--- src/logic/seg_game_pkg.sv ---
package seg_game_pkg;

    // Value equals the segment's bit index
    typedef enum logic [2:0] {
        POS_A = 3'd0,
        POS_B = 3'd1,
        POS_C = 3'd2,
        POS_D = 3'd3,
        POS_E = 3'd4,
        POS_F = 3'd5,
        POS_G = 3'd6
    } seg_pos_t;

    typedef enum logic [1:0] {
        HEAD_RIGHT = 2'd0,
        HEAD_LEFT  = 2'd1,
        HEAD_UP    = 2'd2,
        HEAD_DOWN  = 2'd3
    } heading_t;

    typedef enum logic [1:0] {
        PHASE_INITIAL = 2'd0,
        PHASE_MOVING  = 2'd1,
        PHASE_FALLING = 2'd2
    } game_phase_t;

    // Bit i is segment i, 0 lights it
    typedef logic [6:0] seg_bits_t;

    typedef struct packed {
        seg_pos_t pos;
        heading_t head;
    } cursor_t;

    localparam seg_bits_t SEG_ALL_DARK = 7'b111_1111;
    localparam seg_bits_t SEG_ALL_LIT  = 7'b000_0000;

    // Where every game starts
    localparam seg_pos_t START_POS  = POS_G;
    localparam heading_t START_HEAD = HEAD_LEFT;

    localparam int INITIAL_WAIT_SECONDS = 3;

    // Half a second at 50 MHz
    localparam int HALF_TICK_DEFAULT = 25_000_000;

endpackage

--- src/logic/button_pkg.sv ---
package button_pkg;

    // Bit positions of each button inside btn_vec_t
    localparam int BTN_DOWN  = 0;
    localparam int BTN_UP    = 1;
    localparam int BTN_LEFT  = 2;
    localparam int BTN_RIGHT = 3;
    localparam int BTN_COUNT = 4;

    // Consecutive high samples that make a press
    localparam int DEBOUNCE_DEPTH = 4;

    // Raw levels or one-cycle pulses, right in the MSB
    typedef struct packed {
        logic right;
        logic left;
        logic up;
        logic down;
    } btn_vec_t;

endpackage
--- src/logic/seg_game_top.sv ---
`timescale 1ns/1ps

module seg_game_top #(
    parameter int half_tick_cycles = seg_game_pkg::HALF_TICK_DEFAULT
) (
    input  logic                      clk,
    input  logic                      rst,
    input  button_pkg::btn_vec_t      btn,
    output button_pkg::btn_vec_t      btn_pulse,
    output seg_game_pkg::game_phase_t phase,
    output seg_game_pkg::seg_bits_t   seg
);
    import button_pkg::*;
    import seg_game_pkg::*;

    logic [BTN_COUNT-1:0] btn_level;
    logic [BTN_COUNT-1:0] btn_edge;
    logic                 half_tick;
    logic                 second_tick;
    cursor_t              cursor;
    seg_bits_t            record;
    logic                 all_lit;

    assign btn_level[BTN_RIGHT] = btn.right;
    assign btn_level[BTN_LEFT]  = btn.left;
    assign btn_level[BTN_UP]    = btn.up;
    assign btn_level[BTN_DOWN]  = btn.down;

    for (genvar i = 0; i < BTN_COUNT; i++) begin : g_btn
        button_conditioner u_cond (
            .clk   (clk),
            .rst   (rst),
            .level (btn_level[i]),
            .pulse (btn_edge[i])
        );
    end

    assign btn_pulse = '{
        right: btn_edge[BTN_RIGHT],
        left:  btn_edge[BTN_LEFT],
        up:    btn_edge[BTN_UP],
        down:  btn_edge[BTN_DOWN]
    };

    game_timer #(
        .half_tick_cycles (half_tick_cycles)
    ) u_timer (
        .clk         (clk),
        .rst         (rst),
        .half_tick   (half_tick),
        .second_tick (second_tick)
    );

    game_fsm u_fsm (
        .clk         (clk),
        .rst         (rst),
        .second_tick (second_tick),
        .half_tick   (half_tick),
        .down_pulse  (btn_pulse.down),
        .all_lit     (all_lit),
        .phase       (phase)
    );

    segment_walker u_walker (
        .clk       (clk),
        .rst       (rst),
        .phase     (phase),
        .btn_pulse (btn_pulse),
        .cursor    (cursor),
        .record    (record),
        .all_lit   (all_lit)
    );

    segment_display u_display (
        .clk       (clk),
        .rst       (rst),
        .half_tick (half_tick),
        .phase     (phase),
        .cursor    (cursor),
        .record    (record),
        .seg       (seg)
    );

endmodule

--- src/logic/segment_display.sv ---
`timescale 1ns/1ps

module segment_display (
    input  logic                      clk,
    input  logic                      rst,
    input  logic                      half_tick,
    input  seg_game_pkg::game_phase_t phase,
    input  seg_game_pkg::cursor_t     cursor,
    input  seg_game_pkg::seg_bits_t   record,
    output seg_game_pkg::seg_bits_t   seg
);
    import seg_game_pkg::*;

    logic blink;

    always_ff @(posedge clk or posedge rst) begin
        if (rst) begin
            blink <= 1'b0;
        end else if (half_tick) begin
            blink <= ~blink;
        end
    end

    always_comb begin
        seg = SEG_ALL_DARK;
        case (phase)
            PHASE_INITIAL: begin
                seg[START_POS] = 1'b0;
            end
            PHASE_MOVING: begin
                seg[cursor.pos] = 1'b0;
            end
            PHASE_FALLING: begin
                seg = record;
                // Cursor goes dark on the odd half second
                seg[cursor.pos] = blink;
            end
            default: begin
                seg = SEG_ALL_DARK;
            end
        endcase
    end

endmodule

--- src/logic/segment_walker.sv ---
`timescale 1ns/1ps

module segment_walker (
    input  logic                      clk,
    input  logic                      rst,
    input  seg_game_pkg::game_phase_t phase,
    input  button_pkg::btn_vec_t      btn_pulse,
    output seg_game_pkg::cursor_t     cursor,
    output seg_game_pkg::seg_bits_t   record,
    output logic                      all_lit
);
    import seg_game_pkg::*;

    cursor_t   next_cur;
    seg_bits_t fresh_record;
    seg_bits_t marked_record;

    // Walk rules, anything not listed holds position and heading
    always_comb begin
        next_cur = cursor;
        case (cursor.pos)
            POS_A: begin
                if (cursor.head == HEAD_RIGHT && btn_pulse.right) begin
                    next_cur = '{POS_B, HEAD_DOWN};
                end else if (cursor.head == HEAD_LEFT && btn_pulse.left) begin
                    next_cur = '{POS_F, HEAD_DOWN};
                end
            end
            POS_B: begin
                if (cursor.head == HEAD_UP && btn_pulse.left) begin
                    next_cur = '{POS_A, HEAD_LEFT};
                end else if (cursor.head == HEAD_DOWN && btn_pulse.right) begin
                    next_cur = '{POS_G, HEAD_LEFT};
                end else if (cursor.head == HEAD_DOWN && btn_pulse.up) begin
                    next_cur = '{POS_C, HEAD_DOWN};
                end
            end
            POS_C: begin
                if (cursor.head == HEAD_UP && btn_pulse.left) begin
                    next_cur = '{POS_G, HEAD_LEFT};
                end else if (cursor.head == HEAD_UP && btn_pulse.up) begin
                    next_cur = '{POS_B, HEAD_UP};
                end else if (cursor.head == HEAD_DOWN && btn_pulse.right) begin
                    next_cur = '{POS_D, HEAD_DOWN};
                end
            end
            POS_D: begin
                if (cursor.head == HEAD_RIGHT && btn_pulse.left) begin
                    next_cur = '{POS_C, HEAD_UP};
                end else if (cursor.head == HEAD_LEFT && btn_pulse.right) begin
                    next_cur = '{POS_E, HEAD_UP};
                end
            end
            POS_E: begin
                if (cursor.head == HEAD_UP && btn_pulse.right) begin
                    next_cur = '{POS_G, HEAD_RIGHT};
                end else if (cursor.head == HEAD_UP && btn_pulse.up) begin
                    next_cur = '{POS_F, HEAD_UP};
                end else if (cursor.head == HEAD_DOWN && btn_pulse.left) begin
                    next_cur = '{POS_D, HEAD_RIGHT};
                end
            end
            POS_F: begin
                if (cursor.head == HEAD_UP && btn_pulse.right) begin
                    next_cur = '{POS_A, HEAD_RIGHT};
                end else if (cursor.head == HEAD_DOWN && btn_pulse.left) begin
                    next_cur = '{POS_G, HEAD_RIGHT};
                end
            end
            POS_G: begin
                if (cursor.head == HEAD_RIGHT && btn_pulse.left) begin
                    next_cur = '{POS_B, HEAD_UP};
                end else if (cursor.head == HEAD_RIGHT && btn_pulse.right) begin
                    next_cur = '{POS_C, HEAD_DOWN};
                end else if (cursor.head == HEAD_LEFT && btn_pulse.left) begin
                    next_cur = '{POS_E, HEAD_DOWN};
                end else if (cursor.head == HEAD_LEFT && btn_pulse.right) begin
                    next_cur = '{POS_F, HEAD_UP};
                end
            end
            default: begin
                next_cur = cursor;
            end
        endcase
    end

    // Where the cursor lands is always marked as visited
    always_comb begin
        fresh_record                = SEG_ALL_DARK;
        fresh_record[next_cur.pos]  = 1'b0;
        marked_record               = record;
        marked_record[next_cur.pos] = 1'b0;
    end

    always_ff @(posedge clk or posedge rst) begin
        if (rst) begin
            cursor <= '{START_POS, START_HEAD};
            record <= SEG_ALL_DARK;
        end else begin
            case (phase)
                PHASE_MOVING: begin
                    cursor <= next_cur;
                    if (btn_pulse.down) begin
                        record <= fresh_record;
                    end
                end
                PHASE_FALLING: begin
                    cursor <= next_cur;
                    record <= marked_record;
                end
                default: begin
                    cursor <= '{START_POS, START_HEAD};
                    record <= SEG_ALL_DARK;
                end
            endcase
        end
    end

    assign all_lit = (record == SEG_ALL_LIT);

    a_pos_in_range: assert property (
        @(posedge clk) disable iff (rst) cursor.pos <= POS_G
    );

endmodule

--- src/logic/game_fsm.sv ---
`timescale 1ns/1ps

module game_fsm (
    input  logic                      clk,
    input  logic                      rst,
    input  logic                      second_tick,
    input  logic                      half_tick,
    input  logic                      down_pulse,
    input  logic                      all_lit,
    output seg_game_pkg::game_phase_t phase
);
    import seg_game_pkg::*;

    logic [1:0]  seconds;
    logic        wait_done;
    game_phase_t phase_next;

    assign wait_done = second_tick && (seconds == 2'(INITIAL_WAIT_SECONDS - 1));

    always_comb begin
        phase_next = phase;
        case (phase)
            PHASE_INITIAL: begin
                if (wait_done) begin
                    phase_next = PHASE_MOVING;
                end
            end
            PHASE_MOVING: begin
                if (down_pulse) begin
                    phase_next = PHASE_FALLING;
                end
            end
            PHASE_FALLING: begin
                // Full digit holds until the next half tick
                if (half_tick && all_lit) begin
                    phase_next = PHASE_INITIAL;
                end
            end
            default: begin
                phase_next = PHASE_INITIAL;
            end
        endcase
    end

    always_ff @(posedge clk or posedge rst) begin
        if (rst) begin
            phase   <= PHASE_INITIAL;
            seconds <= '0;
        end else begin
            phase <= phase_next;
            if (phase != PHASE_INITIAL) begin
                seconds <= '0;
            end else if (second_tick) begin
                seconds <= seconds + 2'd1;
            end
        end
    end

    a_no_skip_moving: assert property (
        @(posedge clk) disable iff (rst)
        (phase == PHASE_INITIAL) |=> (phase != PHASE_FALLING)
    );

endmodule

--- src/logic/game_timer.sv ---
`timescale 1ns/1ps

module game_timer #(
    parameter int half_tick_cycles = seg_game_pkg::HALF_TICK_DEFAULT
) (
    input  logic clk,
    input  logic rst,
    output logic half_tick,
    output logic second_tick
);
    localparam int CNT_W = (half_tick_cycles > 1) ? $clog2(half_tick_cycles) : 1;

    logic [CNT_W-1:0] count;
    logic             wrap;
    logic             odd_half;

    assign wrap = (count == CNT_W'(half_tick_cycles - 1));

    always_ff @(posedge clk or posedge rst) begin
        if (rst) begin
            count       <= '0;
            odd_half    <= 1'b0;
            half_tick   <= 1'b0;
            second_tick <= 1'b0;
        end else begin
            if (wrap) begin
                count <= '0;
            end else begin
                count <= count + 1'b1;
            end
            half_tick   <= wrap;
            // Every other half tick closes a second
            second_tick <= wrap & odd_half;
            if (wrap) begin
                odd_half <= ~odd_half;
            end
        end
    end

    a_second_on_half: assert property (
        @(posedge clk) disable iff (rst) second_tick |-> half_tick
    );

endmodule

--- src/logic/button_conditioner.sv ---
`timescale 1ns/1ps

module button_conditioner (
    input  logic clk,
    input  logic rst,
    input  logic level,
    output logic pulse
);
    import button_pkg::*;

    logic                      level_sync;
    logic [DEBOUNCE_DEPTH-1:0] samples;
    logic                      stable;
    logic                      stable_d;

    // Pin is asynchronous to clk, so it is registered once before the window
    always_ff @(posedge clk or posedge rst) begin
        if (rst) begin
            level_sync <= 1'b0;
            samples    <= '0;
            stable_d   <= 1'b0;
            pulse      <= 1'b0;
        end else begin
            level_sync <= level;
            samples    <= {samples[DEBOUNCE_DEPTH-2:0], level_sync};
            stable_d   <= stable;
            pulse      <= stable & ~stable_d;
        end
    end

    // Pressed only when the whole window is high
    assign stable = &samples;

    a_single_pulse: assert property (
        @(posedge clk) disable iff (rst) pulse |=> !pulse
    );

endmodule

--- config.mk ---
export PLATFORM = sky130hd
export DESIGN_NAME = seg_game_top
export DESIGN_NICKNAME = d
export VERILOG_FILES = /design/src/logic/seg_game_pkg.sv /design/src/logic/button_pkg.sv /design/src/logic/seg_game_top.sv /design/src/logic/segment_display.sv /design/src/logic/segment_walker.sv /design/src/logic/game_fsm.sv /design/src/logic/game_timer.sv /design/src/logic/button_conditioner.sv
export SDC_FILE = /design/constraint.sdc
export NUM_CORES = 1
export LEC_CHECK = 0
export ABC_CLOCK_PERIOD_IN_PS = 6600
export BUFFER_PORTS_ARGS = -buffer_cell sky130_fd_sc_hd__buf_2
export CAP_MARGIN = 20
export CELL_PAD_IN_SITES_DETAIL_PLACEMENT = 1
export CELL_PAD_IN_SITES_GLOBAL_PLACEMENT = 1
export CORE_ASPECT_RATIO = 1.4
export CORE_MARGIN = 5
export CORE_UTILIZATION = 54
export CTS_BUF_LIST = sky130_fd_sc_hd__clkbuf_2
export CTS_CLUSTER_DIAMETER = 200
export DETAILED_ROUTE_END_ITERATION = 10
export PLACE_DENSITY = 0.95
export RECOVER_POWER = 25
export SYNTH_ARGS = -nofsm -noshare
export SYNTH_HDL_FRONTEND = slang
export SYNTH_HIERARCHICAL = 1
export SYNTH_SLANG_ARGS = --single-unit
export TNS_END_PERCENT = 100
--- constraint.sdc ---
create_clock -name clk -period 6.6 [get_ports clk]
set_clock_uncertainty 0.15 [all_clocks]
set_input_delay 0.99 -clock clk [delete_from_list [all_inputs] [get_ports clk]]
set_output_delay 0.99 -clock clk [all_outputs]
set_load 0.05 [all_outputs]
==> out/metrics.yaml <==
setup_viol: 0
max_slew_margin: 0.436
critPathCaptureType: "output port"
drv_slew: 0
clockRootBuffer: "clkbuf_2"
crit_fanout: 14
rsz0062_at_grt: "no"
clkTransAtPathRegs_ns: 0.18
vias_per_cell: 6.22
num_antenna_cells: 0
postCtsHoldBufs: 0
fin_crit_ns: 3.45
initial_core_util: 0.544
crit_required_ns: 5.46
grt_pass1_wl_mm: 15.5
clock_latency_ns: 0.50
synth_top_cells_by_count: "dfrtp_1, a21oi_1, nand2_1"
syn-num-nets: 400
die_y_um: 111
io_pins: 19
yosysWarnings: 6
synth_area_leaders: "dfrtp_1, dfstp_2, a21oi_1"
synth-main-ff-cell: "dfrtp_1"
areaGrowthSynthToFinish_pct: 5.19
worstPathArrival_ns: 2.31
dp_hpwl_mm: 6.54
dieArea_um2: 9150
leakage_nw: 1.79
drc: 0
dr.pass1.iters: 4
yosysMostFrequentCell: "dfrtp_1"
worst_pin_slew_ns: 0.840
peakVddDrop_mv: 0.100
cp_cell_sequence: "inv_1 -> ha_1 -> nand2_1 -> a21oi_1 -> a311o_1 -> buf_2"
clock-sinks: 73
routed_wl_mm: 9.35
final-hold-violation-count: 0
nets: 410
syn_area_per_cell_um2: 10.2
post-cts-setup-buffers: 0
cp_slowest_cell: "dfrtp_1"
place_area_um2: 4050
fin_setup_tns_ns: 0
power.density_nw_per_um2: 165
yosys.area.top_type: "dfrtp_1"
drive_gt1_frac: 0.184
syn_area_um2: 3950
cts_max_level: 3
worstSetupPathType: "reg -> out"
chipWidth_um: 82.3
synth-seq-cells: 73
num_vias: 3102
overflow: 0
fmax_ghz: 0.290
grt_usage: 0.217
synth_edf_count: 0
numCtsBuffers: 9
seq_area_frac_synth: 0.465
post_synth_num_cell_types: 71
port_buffers: 18
ant_nets: 0
synth_cells: 387
power_frac_clock: 0.293
grt_antenna_before_repair: 0
cts_resized: 0
grt_pass1_vias: 3238
drt-initial-drc-count: 124
synth_top_area_frac: 0.399
routabilityCongestion: 0.882
timing.final.crit_share: 0.522
cpPeakStageDelay_ns: 0.59
cap_violations: 0
p_sw_frac: 0.240
routedWlPerCell_um: 18.7
p_int_w: 0.000521
start_kind: "flop"
synth-async-reset-ratio: 1.00
finalInstanceArea_um2: 4160
seqPwrFrac: 0.672
cts_tree: "done"
power_w: 0.000686
coreArea_um2: 7270
p_sw_w: 0.000165
grt_max_degree: 32
status: "completed"
comb_power_share: 0.035
hp-class: "reg -> reg"
rows: 37
cts_max_path_buffers: 2
==> logic make-up after synthesis <==
logic type	Yosys count	synth area share
adder cells (fa/ha/maj)	7	0.0222
buffers and inverters	43	0.0500
AO/OA/AOI/OAI	94	0.168
multiplexers	3	0.00823
flip-flops	73	0.465
AND/OR/NAND/NOR	151	0.250
XOR/XNOR	16	0.0355
==> flip-flops by register name, indices dropped and copies added (netlist names), 2 cells and up <==
signal                   cells
u_timer/count               25
g_btn.u_cond/samples        16
u_walker/record              7
u_walker/cursor              5
g_btn.u_cond/level_sync      4
g_btn.u_cond/pulse           4
g_btn.u_cond/stable_d        4
u_fsm/phase                  2
u_fsm/seconds                2
==> path summary, 6_finish.rpt <==
path / from / endpoint / slack, ns / depth (start not counted)
worst max register to register: u_walker/cursor[3]$_DFF_PP1_ / u_walker/record[3]$_DFFE_PP1P_ / 3.88 / 6
worst min-delay path: g_btn[0].u_cond/level_sync$_DFF_PP0_ / g_btn[0].u_cond/samples[0]$_DFF_PP0_ / 0.22 / 0
worst min register to register: g_btn[0].u_cond/level_sync$_DFF_PP0_ / g_btn[0].u_cond/samples[0]$_DFF_PP0_ / 0.22 / 0
max in group asynchronous: rst / u_walker/cursor[0]$_DFFE_PP1P_ / 5.43 / 2
min in group asynchronous: rst / u_display/blink$_DFFE_PP0P_ / 0.33 / 2
worst max-delay path: u_fsm/phase[0]$_DFFE_PP0P_ / seg[2] / 3.15 / 6
==> stage by stage <==
step	hold slack (ns)	utilization	setup slack (ns)	std cells
after floorplan	0.181	-	3.55	387
after CTS	0.201	0.568	3.09	498
final	0.219	0.572	3.15	499
after global placement	0.182	0.557	3.76	482
after global routing	0.231	0.572	2.90	499
after detailed placement	0.186	0.557	3.71	482
==> routing by layer <==
metal	part of all wire	vias up	wire, um	GRT usage
li1	-	1451	-	-
met1	0.42	1576	3890	0.265
met2	0.53	53	4960	0.359
met3	0.025	22	236	0.0488
met4	0.028	0	263	0.0887
met5	0	-	0	0
==> critical path, delay by kind of cell (launching register included) <==
| family | cells | cell delay (ns) |
|---|---|---|
| adders and majority gates | 1 | 0.37 |
| AOI/OAI and AO/OA | 2 | 0.40 |
| buffers and inverters | 2 | 0.30 |
| and+or+nand+nor | 1 | 0.14 |
| DFF | 1 | 0.59 |
==> power by group through the flow <==
stage                     Sequential (W)  Clock [W]  Combinational, W
after detailed placement        0.000469          0         0.0000229
after global placement          0.000468          0         0.0000215
after global routing            0.000462   0.000236         0.0000272
final                           0.000461   0.000201         0.0000241
after floorplan                 0.000469          0         0.0000143
after CTS                       0.000461   0.000211         0.0000229
==> cell usage in the layout (no fill, tap or decap), types with 4 or more instances in the layout <==
| master | count |
|---|---|
| a211oi_1 | 7 |
| nor3b_2 | 4 |
| or4_1 | 6 |
| nor3_1 | 11 |
| and4_1 | 4 |
| xnor2_1 | 9 |
| clkbuf_2 | 15 |
| nand2b_1 | 14 |
| nand2_1 | 22 |
| o31ai_1 | 4 |
| and4_4 | 5 |
| or3_2 | 4 |
| a311o_1 | 7 |
| and3b_1 | 5 |
| nand3b_1 | 4 |
| nand3_1 | 17 |
| a21oi_1 | 23 |
| dfrtp_1 | 63 |
| nor2b_1 | 4 |
| xor2_1 | 7 |
| nor2_1 | 17 |
| buf_2 | 17 |
| nor2b_4 | 4 |
| inv_1 | 21 |
| o21ai_0 | 17 |
| dfstp_2 | 10 |
| nor4_1 | 4 |
| nand4_1 | 6 |
| ha_1 | 7 |
==> final cells by class <==
type,count,area (um2)
fill,840,3110
multi-input combinational,271,1910
sequential,73,1840
tap,97,121
timing repair buffer,19,116
inverter,23,86.3
clock buffer,15,75.1
clock inverter,1,3.75
No activity file was read; power rests on OpenSTA's default activity.
